$ cat config.mk
export PLATFORM = sky130hd
export DESIGN_NAME = pkt_queue
export DESIGN_NICKNAME = d
export VERILOG_FILES = /design/src/logic/pkt_queue.sv
export SDC_FILE = /design/constraint.sdc
export NUM_CORES = 1
export LEC_CHECK = 0
export ABC_AREA = 1
export BUFFER_PORTS_ARGS = -buffer_cell sky130_fd_sc_hd__buf_2
export CAP_MARGIN = 20
export CORE_ASPECT_RATIO = 0.7
export CORE_MARGIN = 5
export CORE_UTILIZATION = 30
export DETAILED_ROUTE_END_ITERATION = 12
export PLACE_DENSITY = 0.48
export SLEW_MARGIN = 10
export SYNTH_ARGS = -nofsm -noshare
export SYNTH_HDL_FRONTEND = slang
export SYNTH_SLANG_ARGS = --single-unit
$ cat constraint.sdc
create_clock -name i_rxmac_clk -period 7.1 [get_ports i_rxmac_clk]
set_clock_uncertainty 0.2 [all_clocks]
set_input_delay 1.065 -clock i_rxmac_clk [delete_from_list [all_inputs] [get_ports i_rxmac_clk]]
set_output_delay 1.065 -clock i_rxmac_clk [all_outputs]
set_load 0.02 [all_outputs]
$ cat src/logic/pkt_queue.sv
/* first-word-fall-through byte queue with a last-byte flag, used once for IPv4 and once
   for ARP; almost-full keeps room for one whole packet */
`timescale 1ns/1ps

module pkt_queue #(
    parameter int ADDR_BITS  = 7,
    parameter int AFULL_ROOM = 64  // free entries needed before almost-full drops
) (
    input  logic       i_rxmac_clk,
    input  logic       i_rxmac_srst,
    input  logic       i_wr,
    input  logic [8:0] i_word,     // last flag on top of the byte
    input  logic       i_rd,
    output logic [7:0] o_byte,
    output logic       o_last,
    output logic       o_vld,
    output logic       o_afull,
    output logic       o_overflow  // sticky, a write was dropped
);
    localparam logic [ADDR_BITS:0] DEPTH = (ADDR_BITS+1)'(2**ADDR_BITS);
    localparam logic [ADDR_BITS:0] ROOM  = (ADDR_BITS+1)'(AFULL_ROOM);

    logic [8:0]           mem [2**ADDR_BITS];
    logic [ADDR_BITS-1:0] wr_ptr;
    logic [ADDR_BITS-1:0] rd_ptr;
    logic [ADDR_BITS:0]   count;   // one bit wider so full and empty differ
    logic                 full;
    logic                 push;
    logic                 pop;

    assign full    = (count == DEPTH);
    assign push    = i_wr && !full;
    assign pop     = i_rd && o_vld;   // a strobe on an empty queue does nothing
    assign o_vld   = (count != '0);
    assign o_afull = ((DEPTH - count) < ROOM);
    assign {o_last, o_byte} = mem[rd_ptr]; // head word shows without a read

    always_ff @(posedge i_rxmac_clk) begin
        if (push) mem[wr_ptr] <= i_word;
    end

    always_ff @(posedge i_rxmac_clk) begin
        if (i_rxmac_srst) begin
            wr_ptr     <= '0;
            rd_ptr     <= '0;
            count      <= '0;
            o_overflow <= 1'b0;
        end else begin
            if (push) wr_ptr <= wr_ptr + 1'b1;
            if (pop)  rd_ptr <= rd_ptr + 1'b1;
            count <= count + (ADDR_BITS+1)'(push) - (ADDR_BITS+1)'(pop);
            if (i_wr && full) o_overflow <= 1'b1;
        end
    end

endmodule

== Yosys cells after proc, flatten, opt, wreduce, memory -nomap -nowiden ==
Memories as Yosys holds them, arrays and structs flattened. A register that Yosys moved wholly into a read port is not among the register bits.
Cells that the tools add are included.
Cells by class
  $add $sub $neg: 5
  magnitude comparators: 1
  equality and inequality tests: 1
  mux-type cells: 4
  reduce and logical (&&, ||, !) cells: 5
Operator list (count)
  7-bit by 1-bit adder with 7-bit output, second input constant: 2
  7-bit two-way mux: 2
  8-bit by 1-bit adder with 8-bit output: 1
  8-bit == test, second input constant: 1
  8-bit by 7-bit less-than comparator with 1-bit output, second input constant: 1
  8-bit nonzero test: 1
  8-bit by 1-bit subtractor with 8-bit output: 1
  8-bit subtractor, first input constant: 1
  1-bit logical AND: 3
  1-bit two-way mux: 2
  1-bit logical NOT: 1
Word-level totals
  register bits after elaboration: 23
  bits in writable memories: 1152
  bits of input ports: 13
  output and inout port bits: 12
  word-level logic and storage cells: 21
  memories kept: 1
Memory list
  mem: depth 128, width 9, read ports 1, clocked after Yosys merged registers in 1, write ports 1, line 23  | logic [8:0] mem [2**ADDR_BITS];

== Longest topological paths before layout ==
  word-level depth: 5
  depth in mapped cells: 20
  mapped depth without buffers: 20

== Worst setup path after synthesis ==
OpenSTA, ideal clock, no wires.
  path type: in2reg
  from: input port i_rd
  to: register count[6]
  library setup time: 70 ps
  arrival time: 2853 ps
  data required time: 6830 ps
  path slack: 3978 ps
  stages: 15
  path buffers: 0
  cells stage by stage: nand2_1 inv_1 ha_1 inv_1 ha_1 fa_1 inv_1 nor2_1 o21ai_0 nand2_1 nand2_1 nand2_1 a21oi_1 o21ai_0 a21oi_1
Between the ends
  cells in the longest elaborated chain, start to end: 2
RTL lines
  start: declaration: line 13  | input logic i_rd,
  1-bit logical AND: line 33  | assign pop = i_rd && o_vld;
  8-bit by 1-bit subtractor with 8-bit output: line 51  | count <= count + (ADDR_BITS+1)'(push) - (ADDR_BITS+1)'(pop);
  end signal: assignment: line 51
  end: declaration: line 26  | logic [ADDR_BITS:0] count;
Every way passes these cells.
A chain may end at the register's enable or synchronous reset.

==> reports/qor.csv <==
stage;metric;value;unit
critical_path;r2r-start;count[4];
critical_path;critPathRequiredTime;5.83;ns
timing;rsz0062_at_grt;false;
logic_synthesis;synth-seq-cells;1182;
timing;final.period_utilization;0.822;
job;drv_cap;0;
logic_synthesis;avgSynthCellArea;11.7;um2
clock_tree;clkTransAtPathRegs;0.07;ns
detailed_routing;wl_per_cell;22.7;um
logic_synthesis;syn_inst;4142;
placed_design;dp_hpwl;78.8;mm
logic_synthesis;synth_top_cell_area_share;0.716;
critical_path;regToRegSetupSlack;3.02;ns
clock_tree;post_cts.repair.setup_buffers;0;
final_layout;layout-drive-gt1-share;0.0604;
detailed_routing;met3WireLength;9.16;mm
clock_tree;ctsHoldBuffers;0;
detailed_routing;route.detailed.drc;0;
global_route;antenna_found_initial;1;
clock_tree;htree_levels;3;
clock_tree;cts_root_buf;clkbuf_16;
clock_tree;cts_tree;built;
critical_path;slowest_stage;dfxtp_4;
global_route;grt_pass1_vias;29181;
critical_path;endpoint;o_byte[7];
floorplan;core_area;0.160;mm2
pwr;total_power;16.7;mW
critical_path;cp.depth;13;
logic_synthesis;syn_area;0.0483;mm2
logic_synthesis;ys_seq_area_frac;0.728;
timing;fin_hold_ws;0.290;ns
timing;fin_crit;5.83;ns
pwr;ir_worst_vdd;0.000236;V
timing;relSlewSlack;0.112;
timing;hold_viol_final;0;
detailed_routing;dr.max_layer_used;met4;
min_path;hold_path.class;reg -> reg;
detailed_routing;dr.pass1.iters;5;
critical_path;critPathLaunchType;flop;
critical_path;crit_buf_inv;3;
placed_design;globalplace.congestion;0.788;
floorplan;die-area;0.169;mm2
detailed_routing;routed-via-count;31014;
floorplan;ioPinCount;25;
clock_tree;clock_latency;0.71;ns
critical_path;crit_fanout;160;
pwr;p_leak;18.6;nW
detailed_routing;routed_wl;143;mm
clock_tree;cts_resized;0;
timing;tightest_slew;1.33;ns
critical_path;crit_type;reg -> out;
critical_path;arrival;4.57;ns
placed_design;portBuffers;24;
pwr;p_per_area;310;mW/mm2
global_route;globalRouteOverflowTotal;0;
floorplan;row_count;123;
critical_path;slowest_delay;0.74;ns
outcome;outcome;complete, no violations;
timing;finalSetupViolCount;0;
critical_path;end_kind;output pin;
clock_tree;numCtsBuffers;111;
clock_tree;ctsLongestPathBuffers;3;
timing;slew_viol_final;0;
global_route;grt_pass1_wl;210;mm
final_layout;nNetsFinal;4110;
critical_path;reg2reg_to;mem[109][3];
critical_path;crit_top_cell;nand2_1;
detailed_routing;met1_length;69.7;mm
detailed_routing;drt-initial-drc-count;2971;
detailed_routing;wl_met2;61.3;mm
floorplan;die_x;490;um
logic_synthesis;synth_nets;4173;
logic_synthesis;yosys-top-cells-area;edfxtp_1, nand3_1, nand2_1, buf_2, dfxtp_1;
critical_path;critPathTopFamily;simple AND/OR/NAND/NOR gates;
logic_synthesis;synth_cell_types;28;
global_route;grt_start_max_net_pins;181;
logic_synthesis;yosys_warnings;0;
detailed_routing;vias_per_cell;4.93;
detailed_routing;final_antenna_net_count;0;
global_route;grt_usage;0.165;
logic_synthesis;yosys.area.top_type;edfxtp_1;
final_layout;syn2layout_area_growth;11.7;%
final_layout;num_antenna_cells;0;
floorplan;fp.dieH;346;um
floorplan;initial_core_util;0.301;
clock_tree;cts.sinks;1182;
critical_path;path_cells;clkinv_16 > buf_12 > nand2_1 > nand3_1 > nand3_1 > nand3_1 > nand2_1 > nand2_1 > nand3_1 > nand2_1 > nand2_1 > nand2_1 > buf_2;
critical_path;reg2reg_depth;9;
timing;tns;0;ns
timing;fmax;171;MHz
[how the worst min path moves through the flow]
| stage | cells after the start | start | to | slack, ns |
|---|---|---|---|---|
| 6_report | 2 | rd_ptr[5] | flop | 0.29 |
| 3_3_place_gp | 2 | o_overflow | o_overflow | 0.25 |
| 5_1_grt | 2 | rd_ptr[5] | flop | 0.32 |
| 3_5_place_dp | 2 | o_overflow | o_overflow | 0.27 |
| 4_1_cts | 2 | o_overflow | o_overflow | 0.29 |
| 2_1_floorplan | 2 | rd_ptr[5] | flop | 0.25 |
[stage by stage]
stage	instances	utilization	area, um2	worst slack (ns)
5_1_grt	6296	0.337	54000	1.03
3_5_place_dp	6086	0.314	50300	2.00
2_1_floorplan	4142	-	48300	3.98
6_report	6296	0.337	54000	1.27
4_1_cts	6291	0.336	54000	1.20
3_3_place_gp	6083	0.314	50300	2.04
[where the power goes]
part	switching [mW]	internal [mW]
Clock	2.67	3.44
Combinational	2.11	0.729
Sequential	0.0771	7.70
Total	4.85	11.9
[final cells by class]
| cell class | instances | area [um2] |
|---|---|---|
| tap | 2125 | 2660 |
| sequential | 1182 | 35200 |
| clock buffer | 142 | 2960 |
| inverter | 48 | 219 |
| fill | 15998 | 106000 |
| timing repair buffer | 81 | 716 |
| clock inverter | 63 | 663 |
| multi-input combinational | 2655 | 11600 |
[Yosys cell counts]
cell type and count:
nand4_1 7, nand2_1 1379, inv_4 1, o21a_1 1, nor3_1 5, and3_1 1
clkbuf_1 25, a211oi_1 1, xor2_1 3, a31oi_1 2, dfxtp_1 30, buf_1 23
edfxtp_1 1152, o21ai_0 18, inv_6 1, a221oi_1 1, nor3_2 1, buf_6 13
a21oi_1 13, buf_4 36, nor2_1 151, ha_1 17, inv_1 40, clkinv_1 3
nand3_1 1054, fa_1 1, inv_2 3, buf_2 160
[state kept, by name, summed over array words and instances, names as in the netlist, named ones only]
name and flops:
count 8, mem 1152, o_overflow 1, rd_ptr 7, wr_ptr 7
[tightest hold or removal path, cell delays in order (launching register included)]
cell,delay (ns)
dfxtp_1,0.31
inv_1,0.06
a21oi_1,0.07
[layout by cell type (no fill, tap or decap), types with 4 or more instances in the layout]
cell	n
buf_4	46
edfxtp_1	1152
nor2_1	151
nand2_1	1379
o21ai_0	18
nand3_1	1051
nand4_1	7
clkbuf_1	28
clkbuf_16	114
bufinv_16	14
a21oi_1	13
ha_1	17
buf_12	8
buf_6	12
dfxtp_4	4
inv_1	40
buf_2	15
clkinv_2	23
clkinv_1	24
dfxtp_1	26
[kinds of logic (layout without fill, tap and decap cells)]
group,after synthesis,after routing,synth area share
AND/OR/NAND/NOR,2598,2598,0.230
flip-flops,1182,1182,0.728
buffers and inverters,305,334,0.0328
AO/OA/AOI/OAI,36,36,0.00396
adder cells (fa/ha/maj),18,18,0.00481
XOR/XNOR,3,3,0.000544
[routing by layer]
| layer | up-vias | track usage |
|---|---|---|
| li1 | 14450 | - |
| met1 | 15472 | 0.259 |
| met2 | 932 | 0.237 |
| met3 | 160 | 0.0272 |
| met4 | 0 | 0.0341 |
| met5 | - | 0 |
Note: power is estimated with default switching activity, not from simulation.
