==> src/logic/rx_router_defs.svh <==
/* constants shared by the receive frame router: frame layout, status bits and buffer sizes
   include this wherever a field position, EtherType or depth is needed */
`ifndef RX_ROUTER_DEFS_SVH
`define RX_ROUTER_DEFS_SVH

`define MAC_ADDR_BYTES       12          // destination plus source address, dropped by capture
`define ETH_MTU_BYTES        1500        // biggest IPv4 payload we ever route
`define ETH_MIN_FRAME_BYTES  64          // room kept free in the ARP queue before a frame starts

`define ETHTYPE_IPV4         16'h0800
`define ETHTYPE_ARP          16'h0806

`define CBUF_ADDR_BITS       14          // six full frames rounded up to a power of two
`define IPV4_Q_ADDR_BITS     13
`define ARP_Q_ADDR_BITS      7

// MAC status vector bits that get their own error pulse
`define RXSTAT_LONG_BIT      31
`define RXSTAT_SHORT_BIT     30
`define RXSTAT_CRC_BIT       25
`define RXSTAT_DISCARD_MASK  32'hC75F_0000 // bits 31, 30, 26-24, 22 and 20-16 drop the frame

`endif

==> src/logic/rx_router_pkg.sv <==
/* types used across the receive frame router stages
   compile this before any of the router modules */
`include "rx_router_defs.svh"

package rx_router_pkg;

    typedef logic [7:0]                 rx_byte_t;   // one byte as it comes out of the MAC
    typedef logic [8:0]                 cbuf_word_t; // end-of-frame bit on top of the byte
    typedef logic [`CBUF_ADDR_BITS-1:0] cbuf_addr_t;
    typedef logic [15:0]                ethtype_t;
    typedef logic [31:0]                rx_stat_t;   // status vector, qualified by eof

    // capture side, MAC to frame store
    typedef enum logic [1:0] {CAP_IDLE, CAP_SKIP_ADDR, CAP_STORE} cap_state_t;

    // read side, frame store to the packet queues
    typedef enum logic [3:0] {
        DISP_IDLE, DISP_ETH_HI, DISP_ETH_LO, DISP_CHECK,
        DISP_WAIT_ARP, DISP_ROUTE_ARP, DISP_WAIT_IPV4, DISP_ROUTE_IPV4, DISP_SKIP
    } disp_state_t;

endpackage

==> src/logic/frame_capture.sv <==
/* MAC side of the router: drops the address bytes and writes the rest of each frame into
   the frame store, committing the head pointer only for frames that end clean */
`timescale 1ns/1ps
`include "rx_router_defs.svh"

module frame_capture (
    input  logic                     i_rxmac_clk,
    input  logic                     i_rxmac_srst,
    input  logic                     i_hold,           // sticky overflow somewhere, sit in reset
    input  logic                     i_rx_write,
    input  logic                     i_rx_eof,
    input  logic                     i_rx_error,
    input  rx_router_pkg::rx_byte_t  i_rx_dbout,
    input  rx_router_pkg::rx_stat_t  i_rx_stat_vector,
    output logic                     o_wr_en,
    output rx_router_pkg::cbuf_addr_t o_wr_addr,
    output rx_router_pkg::cbuf_word_t o_wr_word,
    output rx_router_pkg::cbuf_addr_t o_head,          // first free byte after the last good frame
    output logic                     o_long_frame_error,
    output logic                     o_short_frame_error,
    output logic                     o_crc_error
);
    import rx_router_pkg::*;

    localparam int CNT_BITS = $clog2(`MAC_ADDR_BYTES);
    localparam logic [CNT_BITS-1:0] LAST_ADDR_CNT = CNT_BITS'(`MAC_ADDR_BYTES - 1);

    cap_state_t          state;
    logic [CNT_BITS-1:0] addr_cnt;   // address bytes seen so far in this frame
    cbuf_addr_t          next_addr;  // where the next stored byte lands, runs ahead of the head
    logic                store_byte;
    logic                frame_bad;

    assign store_byte = i_rx_write && (state == CAP_STORE);
    // eof qualifies both the error line and the status vector
    assign frame_bad  = i_rx_error || ((i_rx_stat_vector & `RXSTAT_DISCARD_MASK) != '0);

    always_ff @(posedge i_rxmac_clk) begin
        if (i_rxmac_srst || i_hold) begin
            state               <= CAP_IDLE;
            addr_cnt            <= '0;
            next_addr           <= '0;
            o_head              <= '0;
            o_wr_en             <= 1'b0;
            o_long_frame_error  <= 1'b0;
            o_short_frame_error <= 1'b0;
            o_crc_error         <= 1'b0;
        end else begin
            o_wr_en             <= store_byte; // one store write per MAC byte past the addresses
            o_long_frame_error  <= 1'b0;
            o_short_frame_error <= 1'b0;
            o_crc_error         <= 1'b0;
            case (state)
                CAP_IDLE: begin
                    if (i_rx_write) begin // first destination address byte
                        addr_cnt <= CNT_BITS'(1);
                        state    <= CAP_SKIP_ADDR;
                    end
                end
                CAP_SKIP_ADDR: begin
                    if (i_rx_write) begin
                        addr_cnt <= addr_cnt + 1'b1;
                        if (addr_cnt == LAST_ADDR_CNT) state <= CAP_STORE;
                    end
                end
                default: begin
                    if (store_byte) begin
                        next_addr <= next_addr + 1'b1;
                        if (i_rx_eof) begin
                            state <= CAP_IDLE;
                            if (frame_bad) begin
                                next_addr           <= o_head; // roll back, the frame never happened
                                o_long_frame_error  <= i_rx_stat_vector[`RXSTAT_LONG_BIT];
                                o_short_frame_error <= i_rx_stat_vector[`RXSTAT_SHORT_BIT];
                                o_crc_error         <= i_rx_stat_vector[`RXSTAT_CRC_BIT];
                            end else begin
                                o_head <= next_addr + 1'b1; // commit, dispatch may start now
                            end
                        end
                    end
                end
            endcase
        end
    end

    // write address and data only matter while o_wr_en is high
    always_ff @(posedge i_rxmac_clk) begin
        if (store_byte) begin
            o_wr_addr <= next_addr;
            o_wr_word <= {i_rx_eof, i_rx_dbout};
        end
    end

endmodule

==> config.mk <==
export PLATFORM = sky130hd
export DESIGN_NAME = frame_capture
export DESIGN_NICKNAME = d
export VERILOG_FILES = /design/src/logic/rx_router_pkg.sv /design/src/logic/frame_capture.sv
export VERILOG_INCLUDE_DIRS = /design/src /design/src/logic
export SDC_FILE = /design/constraint.sdc
export NUM_CORES = 1
export LEC_CHECK = 0
export BUFFER_PORTS_ARGS = -buffer_cell sky130_fd_sc_hd__buf_2
export CELL_PAD_IN_SITES_DETAIL_PLACEMENT = 0
export CELL_PAD_IN_SITES_GLOBAL_PLACEMENT = 1
export CORE_MARGIN = 10
export CORE_UTILIZATION = 38
export CTS_CLUSTER_DIAMETER = 100
export CTS_CLUSTER_SIZE = 10
export DETAILED_ROUTE_END_ITERATION = 16
export HOLD_SLACK_MARGIN = 0.03
export MAX_ROUTING_LAYER = met4
export PLACE_DENSITY = 0.92
export SETUP_SLACK_MARGIN = 0.02
export SYNTH_ARGS = -nofsm -noshare
export SYNTH_HDL_FRONTEND = slang
export SYNTH_SLANG_ARGS = --single-unit
==> constraint.sdc <==
create_clock -name i_rxmac_clk -period 2.74 [get_ports i_rxmac_clk]
set_input_delay 0.411 -clock i_rxmac_clk [delete_from_list [all_inputs] [get_ports i_rxmac_clk]]
set_output_delay 0.411 -clock i_rxmac_clk [all_outputs]
set_load 0.01 [all_outputs]
---- Word level (Yosys, flattened, before mapping) ----
Index checks and enable logic that the tools add are counted.
storage, ports and cells
  bits in registers ....................... 61
  bits in latches ......................... 0
  bits in writable memories ............... 0
  memory bits (read-only) ................. 0
  bits of input ports ..................... 46
  output and inout port bits .............. 41
  memories ................................ 0
cells by class
  add/sub/neg operators ................... 2
  multipliers ............................. 0
  div/mod/pow operators ................... 0
  $lt $le $gt $ge ......................... 0
  eq/ne operators ......................... 6
  shifts and indexed selects .............. 0
  mux-type cells .......................... 11
  bitwise gates (word level) .............. 4
  reductions and logical operators ........ 14
operator list
  operator               number
  $reduce_bool 32->1     1
  $mux 14                2
  $add 14x1->14 const B  1
  $mux 2                 5
  $mux 4                 2
  $pmux 4 s2             1
  $ne 2x2->1 const B     3
  $reduce_and 3->1       2
  $reduce_bool 3->1      2
  $reduce_or 6->1        1
  $reduce_and 5->1       1
  $add 4x1->4 const B    1
  $eq 4x4->1 const B     1
  $not 1->1              4
  $pmux 2 s2             1
  $eq 2x1->1 const B     1
  $eq 2x2->1 const B     1
  $logic_not 2->1        1
  $logic_or 1x1->1       2
  $reduce_and 2->1       1
  $reduce_bool 2->1      1
  $reduce_or 2->1        1
  $logic_and 1x1->1      1

---- Logic depth before layout (Yosys ltp) ----
  word-level depth ........................ 4
  depth in mapped cells ................... 6
  depth with buffers taken out ............ 5

---- Least setup slack after synthesis ----
No wires, ideal clock.
  path kind ............................... reg-to-reg
  start point ............................. register state[0]
  end point ............................... register next_addr[2]
  library setup time ...................... 0.133 ns
  arrival ................................. 2.032 ns
  required time ........................... 2.607 ns
  slack ................................... 0.575 ns
  stages on the path, launching flop included .. 7
  path buffers ............................ 1
  period minus slack after synthesis ...... 2.165 ns
  cell sequence ........................... dfxtp_1 -> nand3b_1 -> inv_1 -> clkbuf_1 -> o21ai_0 -> a21oi_1 -> o22ai_1
on the way
  elaborated cells on any way between the ends .. 7
RTL lines
  item                               line                 source
  start: declaration                 frame_capture.sv:28  cap_state_t state;
  start signal: assignment           frame_capture.sv:40  state <= CAP_IDLE;
  start signal: assignment           frame_capture.sv:57  state <= CAP_SKIP_ADDR;
  start signal: assignment           frame_capture.sv:63  if (addr_cnt == LAST_ADDR_CNT) state <= CAP_STORE;
  $eq 2x2->1                         frame_capture.sv:34  assign store_byte = i_rx_write && (state == CAP_STORE);
  $logic_and 1x1->1                  frame_capture.sv:34
  net store_byte                     frame_capture.sv:31  logic store_byte;
  $reduce_and 2->1 (no source line)  -
  end signal: assignment             frame_capture.sv:68  next_addr <= next_addr + 1'b1;
  end signal: assignment             frame_capture.sv:72  next_addr <= o_head;
  end: declaration                   frame_capture.sv:30  cbuf_addr_t next_addr;
The timed path passes the listed nets, and every way through them passes these cells.
A chain may end at the register's enable or synchronous reset.

---- Final worst setup path ----
  start point ............................. register next_addr[4]
  end point ............................... register next_addr[11]
on the way
  cells in the longest elaborated chain, start to end .. 3
RTL lines
  item               line                 source
  $add 14x1->14 (*)  frame_capture.sv:68
  $mux 14            -
  $mux 14 (*)        frame_capture.sv:69  if (i_rx_eof) begin
Mark *: on every way between the ends. The rest lies on a longest branch, timed or not.

==> out/summary.log <==
INFO  outcome        run_status=finished clean
INFO  floorplan      floorplan.rows=30
INFO  yosys          asyncSetResetFlopFracSynth=0
INFO  yosys          netlist_area=2690um2
INFO  sta            max_slew.worst_pin.slew=0.507ns
INFO  sta            fin_tns_setup=0ns
INFO  sta            setup_viol=0
INFO  drt            drt_pass1_iterations=4
INFO  sta            finalHoldViolations=0
INFO  clock_tree     worst_skew_pair.late_latency=0.35ns
INFO  yosys          yosys_register_bits=61
INFO  cells_and_area final_layout_size_suffix_gt1_frac=0.269
INFO  clock_tree     cts_repair_resize_count=0
INFO  setup_path     cp_max_fo=9
INFO  floorplan      pin_count=87
INFO  yosys          post_synthesis_sequential_area_ratio=0.539
INFO  clock_tree     clock-sinks=61
INFO  global_routing grt_overflow=0
INFO  yosys          synth_nets=316
INFO  cells_and_area postLayoutCoreUtil=0.478
INFO  yosys          syn-instance-count=268
INFO  clock_tree     post_cts.repair.setup_buffers=0
INFO  setup_path     cp.required=3.01ns
INFO  cells_and_area finalNonFillerCells=434
INFO  clock_tree     cts_max_level=3
INFO  place          dp_cells=418
INFO  sta            worst_clock_skew=0.00808ns
INFO  drt            wire_per_inst=15.6um
INFO  sta            final_period_minus_worst_setup_slack=2.00ns
INFO  sta            slew_violations=0
INFO  drt            drt_iter0_drc=139
INFO  yosys          yosysWarnings=0
INFO  place          gp_congestion=0.794
INFO  clock_tree     cts_hold_repair.buffers=0
INFO  pwr            power_per_cell_area=501nW/um2
INFO  pwr            power=1.64mW
INFO  pwr            worst_ir_drop_vdd=207uV
INFO  drt            vias=2285
INFO  cells_and_area area_growth_syn_to_layout=21.3%
INFO  sta            finalCritPeriodShare=0.728
INFO  clock_tree     numCtsBuffers=9
INFO  global_routing grt_first_pass_wirelength=11.1mm
INFO  global_routing grt_max_degree=26
INFO  floorplan      full_die_area=10900um2
INFO  global_routing first_global_vias=2237
INFO  job            drv_cap=0
INFO  drt            postRouteWirelength=6.75mm
INFO  place          postPlaceCellArea=3120um2
INFO  place          hpwlAfterDp=4.73mm
INFO  drt            route.detailed.drc=0
INFO  worst_hold_path min_path_type=input pin to register
INFO  yosys          synth_cell_type_count=46
INFO  setup_path     setup.worst_path.start_class=register
INFO  clock_tree     clk_pin_slew=0.06ns
INFO  floorplan      start_util=0.394
INFO  setup_path     critical_path_arrival=2.27ns
INFO  cells_and_area post-route-cell-area=3270um2
INFO  cells_and_area nNetsFinal=381
INFO  drt            route.antenna.remaining_nets=0
INFO  cells_and_area n_antenna_cell=0
INFO  floorplan      die_y=104um
INFO  sta            timing.slew.headroom=0.662
INFO  setup_path     cp-end-kind=register
INFO  sta            rsz_0062_raised_after_global_routing=no
INFO  clock_tree     cts_buffer_depth=2
INFO  yosys          postSynthAreaPerCell=10.0um2
INFO  sta            fmax=501MHz
INFO  global_routing grt_usage=0.130
INFO  floorplan      floorplan.core_area=6830um2
INFO  yosys          synth_ff_type=sky130_fd_sc_hd__dfxtp_1
INFO  global_routing grt_antenna_before_repair=0
INFO  place          numPortBuffers=65
INFO  clock_tree     clock_tree.root_cell=sky130_fd_sc_hd__clkbuf_8
INFO  pwr            p_leak=1.20nW
INFO  setup_path     path_class=register to register
INFO  floorplan      die_width=104um
INFO  yosys          synth_edf_count=23
INFO  drt            vias_per_cell=5.26
INFO  clock_tree     tritoncts=built
-- path summary, 6_finish.rpt --
| check | from | endpoint | slack, ns | cells past startpoint |
|---|---|---|---|---|
| worst max-delay path | next_addr[4] | next_addr[11] | 0.74 | 4 |
| worst min-delay path | i_rx_dbout[2] | o_wr_word[2] | 0.24 | 1 |
| worst max register to register | next_addr[4] | next_addr[11] | 0.74 | 4 |
| worst min register to register | addr_cnt[1] | addr_cnt[1] | 0.49 | 2 |
-- critical path: stages (launching register included) --
cell and delay (ns):
sky130_fd_sc_hd__dfxtp_1 0.50, sky130_fd_sc_hd__nand4_2 0.29, sky130_fd_sc_hd__or3_1 0.49, sky130_fd_sc_hd__or4b_1 0.49, sky130_fd_sc_hd__a31oi_1 0.16
-- final cells by class --
class                   count  area, um2
clock buffers              13        139
repair buffers             74        393
flip-flops and latches     61       1450
inverters                   4       15.0
clock inverters             3       12.5
well taps                  96        120
fillers                   688       3560
multi-input cells         183       1140
-- synthesized netlist by cell type, types with 7 or more instances --
master / instances / share of area
sky130_fd_sc_hd__a31oi_1: 9 / 0.021
sky130_fd_sc_hd__dfxtp_1: 38 / 0.28
sky130_fd_sc_hd__edfxtp_1: 23 / 0.26
sky130_fd_sc_hd__nand2_1: 17 / 0.024
sky130_fd_sc_hd__xnor2_1: 7 / 0.023
sky130_fd_sc_hd__nor3_1: 13 / 0.024
sky130_fd_sc_hd__o21ai_0: 15 / 0.028
sky130_fd_sc_hd__or4_1: 7 / 0.020
sky130_fd_sc_hd__nor2_1: 19 / 0.026
sky130_fd_sc_hd__nor2b_1: 7 / 0.016
sky130_fd_sc_hd__a21oi_1: 13 / 0.024
sky130_fd_sc_hd__clkbuf_1: 12 / 0.017
sky130_fd_sc_hd__nand3_1: 16 / 0.030
-- kinds of logic after synthesis --
| kind of cell | Yosys count | share of synthesized area |
|---|---|---|
| DFF | 61 | 0.539 |
| xor gates and xnor gates | 7 | 0.0228 |
| muxes | 3 | 0.0112 |
| AOI/OAI and AO/OA | 68 | 0.170 |
| adders and majority gates | 2 | 0.00929 |
| buffers and inverters | 24 | 0.0390 |
| and+or+nand+nor | 103 | 0.209 |
-- cell usage in the layout, fill, tap and decap left out, types with 3 or more instances in the layout --
cell	n
sky130_fd_sc_hd__buf_2	65
sky130_fd_sc_hd__dfxtp_1	38
sky130_fd_sc_hd__edfxtp_1	23
sky130_fd_sc_hd__nor2_1	19
sky130_fd_sc_hd__nand2_1	17
sky130_fd_sc_hd__nand3_1	16
sky130_fd_sc_hd__o21ai_0	15
sky130_fd_sc_hd__nor3_1	13
sky130_fd_sc_hd__a21oi_1	13
sky130_fd_sc_hd__a31oi_1	9
sky130_fd_sc_hd__clkbuf_8	9
sky130_fd_sc_hd__buf_4	9
sky130_fd_sc_hd__or4_1	7
sky130_fd_sc_hd__nor2b_1	7
sky130_fd_sc_hd__xnor2_1	7
sky130_fd_sc_hd__o21a_1	5
sky130_fd_sc_hd__inv_1	4
sky130_fd_sc_hd__nand4_1	4
sky130_fd_sc_hd__a211oi_1	4
sky130_fd_sc_hd__nor4_1	4
sky130_fd_sc_hd__o221ai_1	4
sky130_fd_sc_hd__o211ai_1	4
sky130_fd_sc_hd__clkbuf_1	4
sky130_fd_sc_hd__a211oi_2	3
sky130_fd_sc_hd__mux2i_1	3
sky130_fd_sc_hd__and3_1	3
sky130_fd_sc_hd__o21bai_1	3
-- per-stage QoR --
step / worst slack [ns] / hold WS (ns)
after floorplan: 0.575 / 0.403
after global placement: 0.520 / 0.462
after detailed placement: 0.480 / 0.479
after CTS: 0.763 / 0.220
after global routing: 0.587 / 0.228
final: 0.744 / 0.238
-- layer usage --
layer | up-vias | routed length [um] | global-route usage
li1 | 1132 | - | -
met1 | 1090 | 2910 | 0.147
met2 | 53 | 3390 | 0.204
met3 | 10 | 328 | 0.0366
met4 | 0 | 115 | 0.0716
met5 | - | 0 | -
-- sequential cells by signal, indices dropped and copies added (netlist names) --
signal / cells
o_crc_error: 1
o_head: 14
o_wr_addr: 14
o_wr_word: 9
state: 2
next_addr: 14
o_short_frame_error: 1
addr_cnt: 4
o_wr_en: 1
o_long_frame_error: 1
-- power breakdown --
group / leakage [nW] / switching, mW / total [mW] / internal [mW]
logic: 0.593 / 0.0297 / 0.0506 / 0.0209
clock network: 0.0765 / 0.324 / 0.645 / 0.321
registers: 0.531 / 0.00204 / 0.939 / 0.937
total: 1.20 / 0.356 / 1.64 / 1.28
(Power assumes the default switching activity.)
