--- src/logic/rx_router_defs.svh ---
/* constants shared by the receive frame router: frame layout, status bits and buffer sizes
   include this wherever a field position, EtherType or depth is needed */
`ifndef RX_ROUTER_DEFS_SVH
`define RX_ROUTER_DEFS_SVH

`define MAC_ADDR_BYTES       12          // destination plus source address, dropped by capture
`define ETH_MTU_BYTES        1500        // biggest IPv4 payload we ever route
`define ETH_MIN_FRAME_BYTES  64          // room kept free in the ARP queue before a frame starts

`define ETHTYPE_IPV4         16'h0800
`define ETHTYPE_ARP          16'h0806

`define CBUF_ADDR_BITS       14          // six full frames rounded up to a power of two
`define IPV4_Q_ADDR_BITS     13
`define ARP_Q_ADDR_BITS      7

// MAC status vector bits that get their own error pulse
`define RXSTAT_LONG_BIT      31
`define RXSTAT_SHORT_BIT     30
`define RXSTAT_CRC_BIT       25
`define RXSTAT_DISCARD_MASK  32'hC75F_0000 // bits 31, 30, 26-24, 22 and 20-16 drop the frame

`endif

--- src/logic/rx_router_pkg.sv ---
/* types used across the receive frame router stages
   compile this before any of the router modules */
`include "rx_router_defs.svh"

package rx_router_pkg;

    typedef logic [7:0]                 rx_byte_t;   // one byte as it comes out of the MAC
    typedef logic [8:0]                 cbuf_word_t; // end-of-frame bit on top of the byte
    typedef logic [`CBUF_ADDR_BITS-1:0] cbuf_addr_t;
    typedef logic [15:0]                ethtype_t;
    typedef logic [31:0]                rx_stat_t;   // status vector, qualified by eof

    // capture side, MAC to frame store
    typedef enum logic [1:0] {CAP_IDLE, CAP_SKIP_ADDR, CAP_STORE} cap_state_t;

    // read side, frame store to the packet queues
    typedef enum logic [3:0] {
        DISP_IDLE, DISP_ETH_HI, DISP_ETH_LO, DISP_CHECK,
        DISP_WAIT_ARP, DISP_ROUTE_ARP, DISP_WAIT_IPV4, DISP_ROUTE_IPV4, DISP_SKIP
    } disp_state_t;

endpackage

--- src/logic/ethtype_dispatch.sv ---
/* read side of the router: pulls committed frames out of the store, checks the EtherType
   and copies the payload into the IPv4 or ARP queue, or skips the frame */
`timescale 1ns/1ps
`include "rx_router_defs.svh"

module ethtype_dispatch (
    input  logic                      i_rxmac_clk,
    input  logic                      i_rxmac_srst,
    input  logic                      i_hold,
    input  rx_router_pkg::cbuf_addr_t i_head,
    input  rx_router_pkg::cbuf_word_t i_rd_word,
    input  logic                      i_ipv4_afull,
    input  logic                      i_arp_afull,
    output rx_router_pkg::cbuf_addr_t o_rd_addr,
    output rx_router_pkg::cbuf_addr_t o_tail,     // next byte to read, trails the head
    output logic                      o_ipv4_wr,
    output rx_router_pkg::cbuf_word_t o_ipv4_word,
    output logic                      o_arp_wr,
    output rx_router_pkg::cbuf_word_t o_arp_word,
    output logic                      o_unsupported_ethtype
);
    import rx_router_pkg::*;

    disp_state_t state;
    ethtype_t    ethtype;
    logic        rd_eof;  // byte on the read port closes the frame
    logic        rd_step; // move the read address to the tail and bump the tail

    assign rd_eof = i_rd_word[$bits(cbuf_word_t)-1];

    always_comb begin
        case (state)
            DISP_IDLE:       rd_step = (o_tail != i_head);
            DISP_ETH_HI:     rd_step = 1'b1;
            DISP_CHECK: begin
                if (ethtype == `ETHTYPE_ARP)       rd_step = !i_arp_afull;
                else if (ethtype == `ETHTYPE_IPV4) rd_step = !i_ipv4_afull;
                else                               rd_step = 1'b1; // start skipping at once
            end
            DISP_WAIT_ARP:   rd_step = !i_arp_afull;
            DISP_WAIT_IPV4:  rd_step = !i_ipv4_afull;
            DISP_ROUTE_ARP, DISP_ROUTE_IPV4, DISP_SKIP: rd_step = !rd_eof;
            default:         rd_step = 1'b0; // the second EtherType byte is already on the port
        endcase
    end

    always_ff @(posedge i_rxmac_clk) begin
        if (i_rxmac_srst || i_hold) begin
            state                 <= DISP_IDLE;
            o_rd_addr             <= '0;
            o_tail                <= '0;
            o_ipv4_wr             <= 1'b0;
            o_arp_wr              <= 1'b0;
            o_unsupported_ethtype <= 1'b0;
        end else begin
            o_ipv4_wr             <= (state == DISP_ROUTE_IPV4);
            o_arp_wr              <= (state == DISP_ROUTE_ARP);
            o_unsupported_ethtype <= 1'b0;
            if (rd_step) begin
                o_rd_addr <= o_tail;
                o_tail    <= o_tail + 1'b1;
            end
            case (state)
                DISP_IDLE:   if (o_tail != i_head) state <= DISP_ETH_HI;
                DISP_ETH_HI: state <= DISP_ETH_LO;
                DISP_ETH_LO: state <= DISP_CHECK;
                DISP_CHECK: begin
                    if (ethtype == `ETHTYPE_ARP) begin
                        state <= i_arp_afull ? DISP_WAIT_ARP : DISP_ROUTE_ARP;
                    end else if (ethtype == `ETHTYPE_IPV4) begin
                        state <= i_ipv4_afull ? DISP_WAIT_IPV4 : DISP_ROUTE_IPV4;
                    end else begin
                        o_unsupported_ethtype <= 1'b1;
                        state                 <= DISP_SKIP;
                    end
                end
                DISP_WAIT_ARP:   if (!i_arp_afull) state <= DISP_ROUTE_ARP;
                DISP_WAIT_IPV4:  if (!i_ipv4_afull) state <= DISP_ROUTE_IPV4;
                // the whole frame is committed so routing never stalls
                DISP_ROUTE_ARP, DISP_ROUTE_IPV4, DISP_SKIP: begin
                    if (rd_eof) state <= DISP_IDLE;
                end
                default: state <= DISP_IDLE;
            endcase
        end
    end

    // EtherType bytes and queue data, qualified by state and the write strobes
    always_ff @(posedge i_rxmac_clk) begin
        if (state == DISP_ETH_HI) ethtype[15:8] <= i_rd_word[7:0];
        if (state == DISP_ETH_LO) ethtype[7:0]  <= i_rd_word[7:0];
        if (state == DISP_ROUTE_IPV4) o_ipv4_word <= i_rd_word;
        if (state == DISP_ROUTE_ARP)  o_arp_word  <= i_rd_word;
    end

endmodule

--- config.mk ---
export PLATFORM = sky130hd
export DESIGN_NAME = ethtype_dispatch
export DESIGN_NICKNAME = d
export VERILOG_FILES = /design/src/logic/rx_router_pkg.sv /design/src/logic/ethtype_dispatch.sv
export VERILOG_INCLUDE_DIRS = /design/src /design/src/logic
export SDC_FILE = /design/constraint.sdc
export NUM_CORES = 1
export LEC_CHECK = 0
export BUFFER_PORTS_ARGS = -buffer_cell sky130_fd_sc_hd__buf_2
export CAP_MARGIN = 20
export CELL_PAD_IN_SITES_DETAIL_PLACEMENT = 1
export CELL_PAD_IN_SITES_GLOBAL_PLACEMENT = 2
export CORE_MARGIN = 2
export CORE_UTILIZATION = 30
export DETAILED_ROUTE_END_ITERATION = 8
export GPL_TIMING_DRIVEN = 0
export PLACE_DENSITY_LB_ADDON = 0.2
export SLEW_MARGIN = 30
export SYNTH_ARGS = -nofsm -noshare
export SYNTH_HDL_FRONTEND = slang
export SYNTH_SLANG_ARGS = --single-unit
--- constraint.sdc ---
create_clock -name i_rxmac_clk -period 1.8 [get_ports i_rxmac_clk]
set_clock_uncertainty 0.15 [all_clocks]
set_input_delay 0.09 -clock i_rxmac_clk [delete_from_list [all_inputs] [get_ports i_rxmac_clk]]
set_output_delay 0.09 -clock i_rxmac_clk [all_outputs]
set_load 0.03 [all_outputs]
# Word-level counts from Yosys, hierarchy flattened
# Index checks and enable logic that the tools add are counted.
# op_classes
addsub	1
n_eq_ne	15
mux	13
bitwise_logic	1
n_reduce_logical	8
# ops
cell	n
== test 16 x 12 -> 1 bit (second input constant)	2
one-hot mux 4 bit (7 select lines)	1
2-to-1 mux 4 bit	6
== test 4 x 3 -> 1 bit (second input constant)	4
adder 14 x 1 -> 14 bit (second input constant)	1
!= test 14 bit	1
== test 4 x 2 -> 1 bit (second input constant)	2
!= test 2 bit (second input constant)	4
one-hot mux 1 bit (6 select lines)	1
OR reduction 3 bit	2
2-to-1 mux 1 bit	5
== test 4 x 1 -> 1 bit (second input constant)	1
== test 4 bit (second input constant)	1
zero test 4 bit	1
AND reduction 4 bit	1
zero test 1 bit	3
logical OR 1 bit	1
inverter 1 bit	1
# word_totals
regBits	69
in_bits	28
output_inout_bits	49
elab_cells	48

# Logic depth before layout (Yosys ltp)
# Gate-level depths: netlist of run 1.
# depth
depth_word	4
ltp_mapped	9
ltp_nobuf	6

# Worst setup path after synthesis of run 1
# No wires, ideal clock.
# synth_timing
path_type	flip-flop to flip-flop
from	register o_tail[3]
to	register o_tail[1]
setup_ps	128
arrival_time_ps	1988
required_ps	1522
slack_ps	-465
stages_incl_launch_ff	10
n_path_buf	3
period_less_slack_ps	2265
cell_sequence	dfxtp_1 buf_2 xnor2_1 nand4_1 nor4_2 o211a_4 buf_4 buf_6 mux2i_1 nor2_1
# synth_between
elab_chain_len	2
# synth_lines
item	line_no	source
start: declaration	ethtype_dispatch.sv:15	output rx_router_pkg::cbuf_addr_t o_tail,
start signal: assignment	ethtype_dispatch.sv:61	o_tail <= o_tail + 1'b1;
!= test 14 bit	ethtype_dispatch.sv:33	DISP_IDLE: rd_step = (o_tail != i_head);
one-hot mux 1 bit (6 select lines)	ethtype_dispatch.sv:32	case (state)
# No other way between the ends.
# A chain may end at the register's enable or synchronous reset.

# Final worst setup path of run 1
# layout_timing
from	register state[2]
to	register o_tail[9]
# layout_between
elab_chain_len	3
elab_cells_between_ends	10
classes_between	eq/ne: 7; mux: 1; reduce/logical: 2
# layout_lines
item	line_no	source
start: declaration	ethtype_dispatch.sv:24	disp_state_t state;
start signal: assignment	ethtype_dispatch.sv:69	state <= i_arp_afull ? DISP_WAIT_ARP : DISP_ROUTE_ARP;
start signal: assignment	ethtype_dispatch.sv:71	state <= i_ipv4_afull ? DISP_WAIT_IPV4 : DISP_ROUTE_IPV4;
== test 4 x 3 -> 1 bit or == test 4 bit (tied branches)	ethtype_dispatch.sv:32	
OR reduction 3 bit	ethtype_dispatch.sv:32	
one-hot mux 1 bit (6 select lines) *	ethtype_dispatch.sv:32	
# Mark *: on every way between the ends. The rest lies on a longest branch, timed or not.

==> flow_summary.ini, run 1 <==
[place]
placed_area_mm2 = 0.00345
io_buffer_count = 76
gp_congestion = 0.706
hpwl_um = 5240

[power_and_ir_drop]
ir_worst_vdd_uv = 529
power_leakage_nw = 1.59
powerDensity_mw_per_mm2 = 810
p_total_mw = 3.44

[synthesis]
syn_area_mm2 = 0.00284
async_flop_share_pct = 0
ys_ff_latch = 69
synth_edf_count = 34
synthesis.nets = 271
yosysSeqAreaShare_pct = 60.6
synth-main-ff-cell = dfxtp_1
yosysUniqueCellTypes = 45
yosys_warnings = 0
synth_cells = 242
postSynthAreaPerCell_um2 = 11.7

[worst_setup_path]
cp_data_arrival_time_ns = 2.38
worst-endpoint-required_ns = 1.93
path_max_fanout = 8
worstSetupPathType = reg -> reg
crit_path_end_kind = register
crit_path_start_kind = register

[drt]
drtPass1Iterations = 4
ant_nets = 0
num_vias = 2366
via_per_inst = 4.98
drt-initial-drc-count = 32
avgRoutedWirePerCell_um = 16.9
routed_wl_um = 8030
drc = 0

[timing]
rsz0062_at_grt = yes
finalSetupViolCount = 29
tns_ns = -8.88
clock.fmax_mhz = 444
slew_viol_final = 0
slew_headroom_pct = 55.8
min_period_ns = 2.25
fin_crit_sh_pct = 125
layout_setup_ws_ns = -0.450
tightestPinTransition_ns = 0.663
finalHoldViolCount = 0
whs_ns = 0.0266

[global_routing]
grt_start_max_net_pins = 15
gr-usage-all-layers_pct = 16.4
antenna_found_initial = 0
first_global_vias = 2410
grt_overflow = 0
grt_pass1_wl_um = 12700

[clocking]
clock_latency_ns = 0.35
htreeDepth = 3
cts_tree = built
cts_root_buf = clkbuf_8
clk_path_buf_depth = 2
cts_buffers = 9
path_clk_slew_ns = 0.08
cts_sinks = 69

[cells_and_area]
fin_util_pct = 46.1
regArea_mm2 = 0.00177
drive_above_1_share_pct = 48.9
syn_to_final_growth_pct = 49.3
final_nets = 388
fillers = 1014
design_area_mm2 = 0.00424
multi_input_area_mm2 = 0.00125
num_antenna_cells = 0

[worst_hold_path]
hold_path.class = in -> reg

[die]
die-height_um = 101
dieArea_mm2 = 0.0103
core_region_area_mm2 = 0.00920
start_util_pct = 30.9
rows = 35
ios = 77
die_w_um = 101

[run_status]
violations = setup timing
status = complete, but fails checks

[run]
maxCapViolations = 0
==> critical path, stage by stage (launching register included) <==
cell and delay, ns:
dfxtp_2 0.33, buf_6 0.11, mux2i_2 0.23, a22oi_2 0.10, o21a_1 0.19, o211a_4 0.17, buf_8 0.14, buf_8 0.14
or4_4 0.48, a21oi_2 0.14
==> metal layers <==
layer	share of wire, %	GRT usage [%]	up-vias
met5	0	0	-
met4	1.2	6.13	0
met3	4.6	4.49	8
met2	53	28.1	68
met1	42	19.7	1159
li1	-	-	1131
==> final cells by class <==
type	count	area share, %
plain buffers	12	2.68
clock buffers	9	2.92
clock inverters	7	2.51
inverters	2	0.265
multi-input cells	156	29.6
flip-flops and latches	69	41.7
well taps	111	3.27
repair buffers	109	17.0
==> cell usage after synthesis, drive strengths merged, types with 3 or more instances <==
library cell / count / area [um2]
a22oi: 3 / 22.5
or3: 4 / 25.0
nor4: 5 / 37.5
mux2i: 18 / 180
clkbuf: 6 / 22.5
o31ai: 6 / 45.0
dfxtp: 35 / 701
or4: 6 / 45.0
buf: 9 / 68.8
a21oi: 13 / 65.1
o21ai: 7 / 35.0
xnor2: 14 / 123
nand3: 7 / 35.0
edfxtp: 34 / 1020
nand2: 9 / 33.8
nor2: 29 / 111
nand4: 6 / 37.5
==> flip-flops by register name (all words and copies together), names as in the netlist <==
signal,flops
ethtype,16
o_rd_addr,14
o_tail,14
o_arp_word,9
o_ipv4_word,9
state,4
o_arp_wr,1
o_ipv4_wr,1
o_unsupported_ethtype,1
==> report_power, final <==
part	leakage, nW	switching (mW)	internal, mW
Sequential	0.603	0.00949	1.65
Combinational	0.874	0.153	0.164
Clock	0.116	0.658	0.804
Total	1.59	0.820	2.62
==> path summary, 6_finish.rpt <==
check	startpoint	end	slack (ns)	cells past startpoint
setup reg to reg	state[2]	o_tail[9]	-0.45	9
setup / recovery	state[2]	o_tail[9]	-0.45	9
hold reg to reg	o_rd_addr[6]	o_rd_addr[6]	0.35	2
hold / removal	i_rd_word[8]	state[0]	0.03	4
==> cells in the final DEF (no fill, tap or decap), types with 3 or more instances in the layout <==
master and instances:
clkbuf_8 9, nor2_1 25, nand3_1 7, mux2i_1 16
xnor2_1 8, clkbuf_1 5, or3_1 4, edfxtp_1 34
buf_6 4, nand2_1 9, buf_8 4, dfxtp_4 11
xnor2_2 5, nor4_4 3, dfxtp_2 6, o31ai_1 5
dlygate4sd3_1 12, a21oi_1 8, a21oi_2 5, buf_4 15
dfxtp_1 18, buf_2 76, nand4_1 6, o21ai_1 4
or4_4 4
==> repair_timing <==
action                                 in CTS  in global routing
endpoints found under the hold margin      36                  0
hold buffers                               12                  0
setup buffers                              12                  7
pin swaps                                  18                 14
resized for setup                          31                 27
setup endpoints to repair                  55                 67
cloned                                      1                  1
==> stage by stage <==
| step | std cells | setup WS, ns |
|---|---|---|
| after CTS | 468 | -0.463 |
| after detailed placement | 429 | -0.584 |
| final | 475 | -0.450 |
| after floorplan | 242 | -0.149 |
| after global placement | 429 | -0.563 |
| after global routing | 475 | -0.528 |
==> kinds of logic (layout without fill, tap and decap cells) <==
group                      count (synthesis)  in the layout  synth area share [%]
and+or+nand+nor                           82             82                  15.3
muxes                                     18             18                  6.34
buffers and inverters                     17            139                  3.48
adders and majority gates                  1              1                 0.440
DFF                                       69             69                  60.6
xor gates and xnor gates                  15             15                  4.62
AOI/OAI and AO/OA                         40             40                  9.20
Note: power is estimated with default switching activity, not from simulation.
==> run 2, diff against run 1 <==
- CORE_ASPECT_RATIO: not set -> 2
- CTS_CLUSTER_SIZE: not set -> 8
==> flow_summary.ini, run 2 (same netlist as run 1, synthesis figures left out) <==
[timing]
clock.fmax_mhz = 457
slew_viol_final = 0
tightestPinTransition_ns = 0.710
rsz0062_at_grt = yes
finalHoldViolCount = 0
fin_crit_sh_pct = 122
min_period_ns = 2.19
slew_headroom_pct = 52.7
tns_ns = -9.37
finalSetupViolCount = 28
layout_setup_ws_ns = -0.388

[run_status]
violations = setup timing
status = complete, but fails checks

[global_routing]
grt_pass1_wl_um = 12800
grt_overflow = 0
grt_start_max_net_pins = 12
first_global_vias = 2429
antenna_found_initial = 0
gr-usage-all-layers_pct = 16.7

[worst_setup_path]
crit_start = ethtype[0]
path_depth = 8
crit_path_start_kind = register
rr_worst_depth = 8
path_delay_family = simple AND/OR/NAND/NOR gates
critical-path-slowest-cell = edfxtp_1
crit_path_end = o_rd_addr[10]
worstSetupPathType = reg -> reg
rrSetupSlack_ns = -0.39
critical_path_buf_inv_count = 2
path_max_fanout = 5
worst-endpoint-required_ns = 1.84
r2r_start = ethtype[0]
cp_data_arrival_time_ns = 2.23
crit_path_end_kind = register
crit_chain = nor4_2 -> nand4_1 -> o21ai_2 -> o211a_4 -> buf_8 -> clkbuf_16 -> mux2i_1 -> nor2_1
rr_endpoint = o_rd_addr[10]
max_stage_delay_ns = 0.41

[die]
die_w_um = 72.8
ios = 77
rows = 50
die-height_um = 142
start_util_pct = 30.7
dieArea_mm2 = 0.0103
core_region_area_mm2 = 0.00926

[clocking]
cts_root_buf = clkbuf_16
clock_latency_ns = 0.32
cts_sinks = 69
clk_path_buf_depth = 2
cts_buffers = 9
htreeDepth = 3
path_clk_slew_ns = 0.05
cts_tree = built

[cells_and_area]
final_common_cell = buf_2
fillers = 1001
largest_reg_flops = 16
fin_util_pct = 47.0
drive_above_1_share_pct = 49.0
final_nets = 387
design_area_mm2 = 0.00435
reg_top3 = ethtype x16, o_rd_addr x14, o_tail x14
multi_input_area_mm2 = 0.00131
num_antenna_cells = 0
top_register = ethtype
syn_to_final_growth_pct = 53.1
final_cell_mix = buf_2, edfxtp_1, nor2_1
regArea_mm2 = 0.00177

[drt]
routed_wl_um = 8500
num_vias = 2341
drtPass1Iterations = 4
via_per_inst = 5.01
drt-initial-drc-count = 52
avgRoutedWirePerCell_um = 18.2
ant_nets = 0
drc = 0

[place]
placed_area_mm2 = 0.00345
io_buffer_count = 76
gp_congestion = 0.806
dp_slack_ns = -0.591
hpwl_um = 6040

[worst_hold_path]
hold_path.class = in -> reg

[power_and_ir_drop]
p_total_mw = 3.72
power_leakage_nw = 1.63
ir_worst_vdd_uv = 410
powerDensity_mw_per_mm2 = 856

[run]
maxCapViolations = 0
[run 2: timing repair]
item / 4_1_cts / 5_1_grt
gates cloned: 0 / 3
hold endpoints to repair: 36 / 0
endpoints found under the setup margin: 56 / 47
pin swaps: 18 / 16
gates resized for setup: 35 / 28
hold buffers: 12 / 0
setup buffers: 10 / 7
[run 2: tightest hold or removal path: cells and delay by family]
family | cells | cell delay, ns
simple gates | 2 | 0.20
buf+inv | 1 | 0.14
compound gates | 1 | 0.05
[run 2: area by class of cell]
class                      count  area share (%)
multi-input combinational    156            30.1
timing repair buffer         107            16.2
clock buffer                  16            6.96
tap                          104            2.99
buffer                        13            2.96
sequential                    69            40.6
inverter                       2           0.173
[run 2: per-stage QoR]
step,hold WS (ns),instances
after floorplan,0.0389,242
after global placement,0.159,422
after detailed placement,0.164,422
after CTS,0.0571,458
after global routing,0.0995,467
final,0.0551,467
[run 2: worst min path at each step]
stage / startpoint / to / slack [ns] / depth (start not counted)
2_1_floorplan: i_rd_word[0] / ethtype[0] / 0.04 / 0
3_3_place_gp: i_rd_word[0] / ethtype[8] / 0.16 / 1
3_5_place_dp: i_rd_word[0] / ethtype[8] / 0.16 / 1
4_1_cts: i_rd_word[8] / state[0] / 0.06 / 4
5_1_grt: i_rd_word[8] / state[3] / 0.1 / 4
6_report: i_rd_word[8] / state[0] / 0.06 / 4
[run 2: report_power, final]
group	switching, mW	internal, mW	total, mW
combinational	0.157	0.166	0.323
sequential	0.0121	1.65	1.67
clock	0.604	1.13	1.73
total	0.773	2.95	3.72
[run 2: layer usage]
layer / share of wire (%) / track usage (%) / wire [um] / vias up
met4: 1.5 / 5.75 / 129 / 0
met5: 0 / 0 / 0 / -
met2: 62 / 35.0 / 5280 / 63
met1: 33 / 14.7 / 2830 / 1146
met3: 3.1 / 3.05 / 266 / 8
li1: - / - / - / 1124
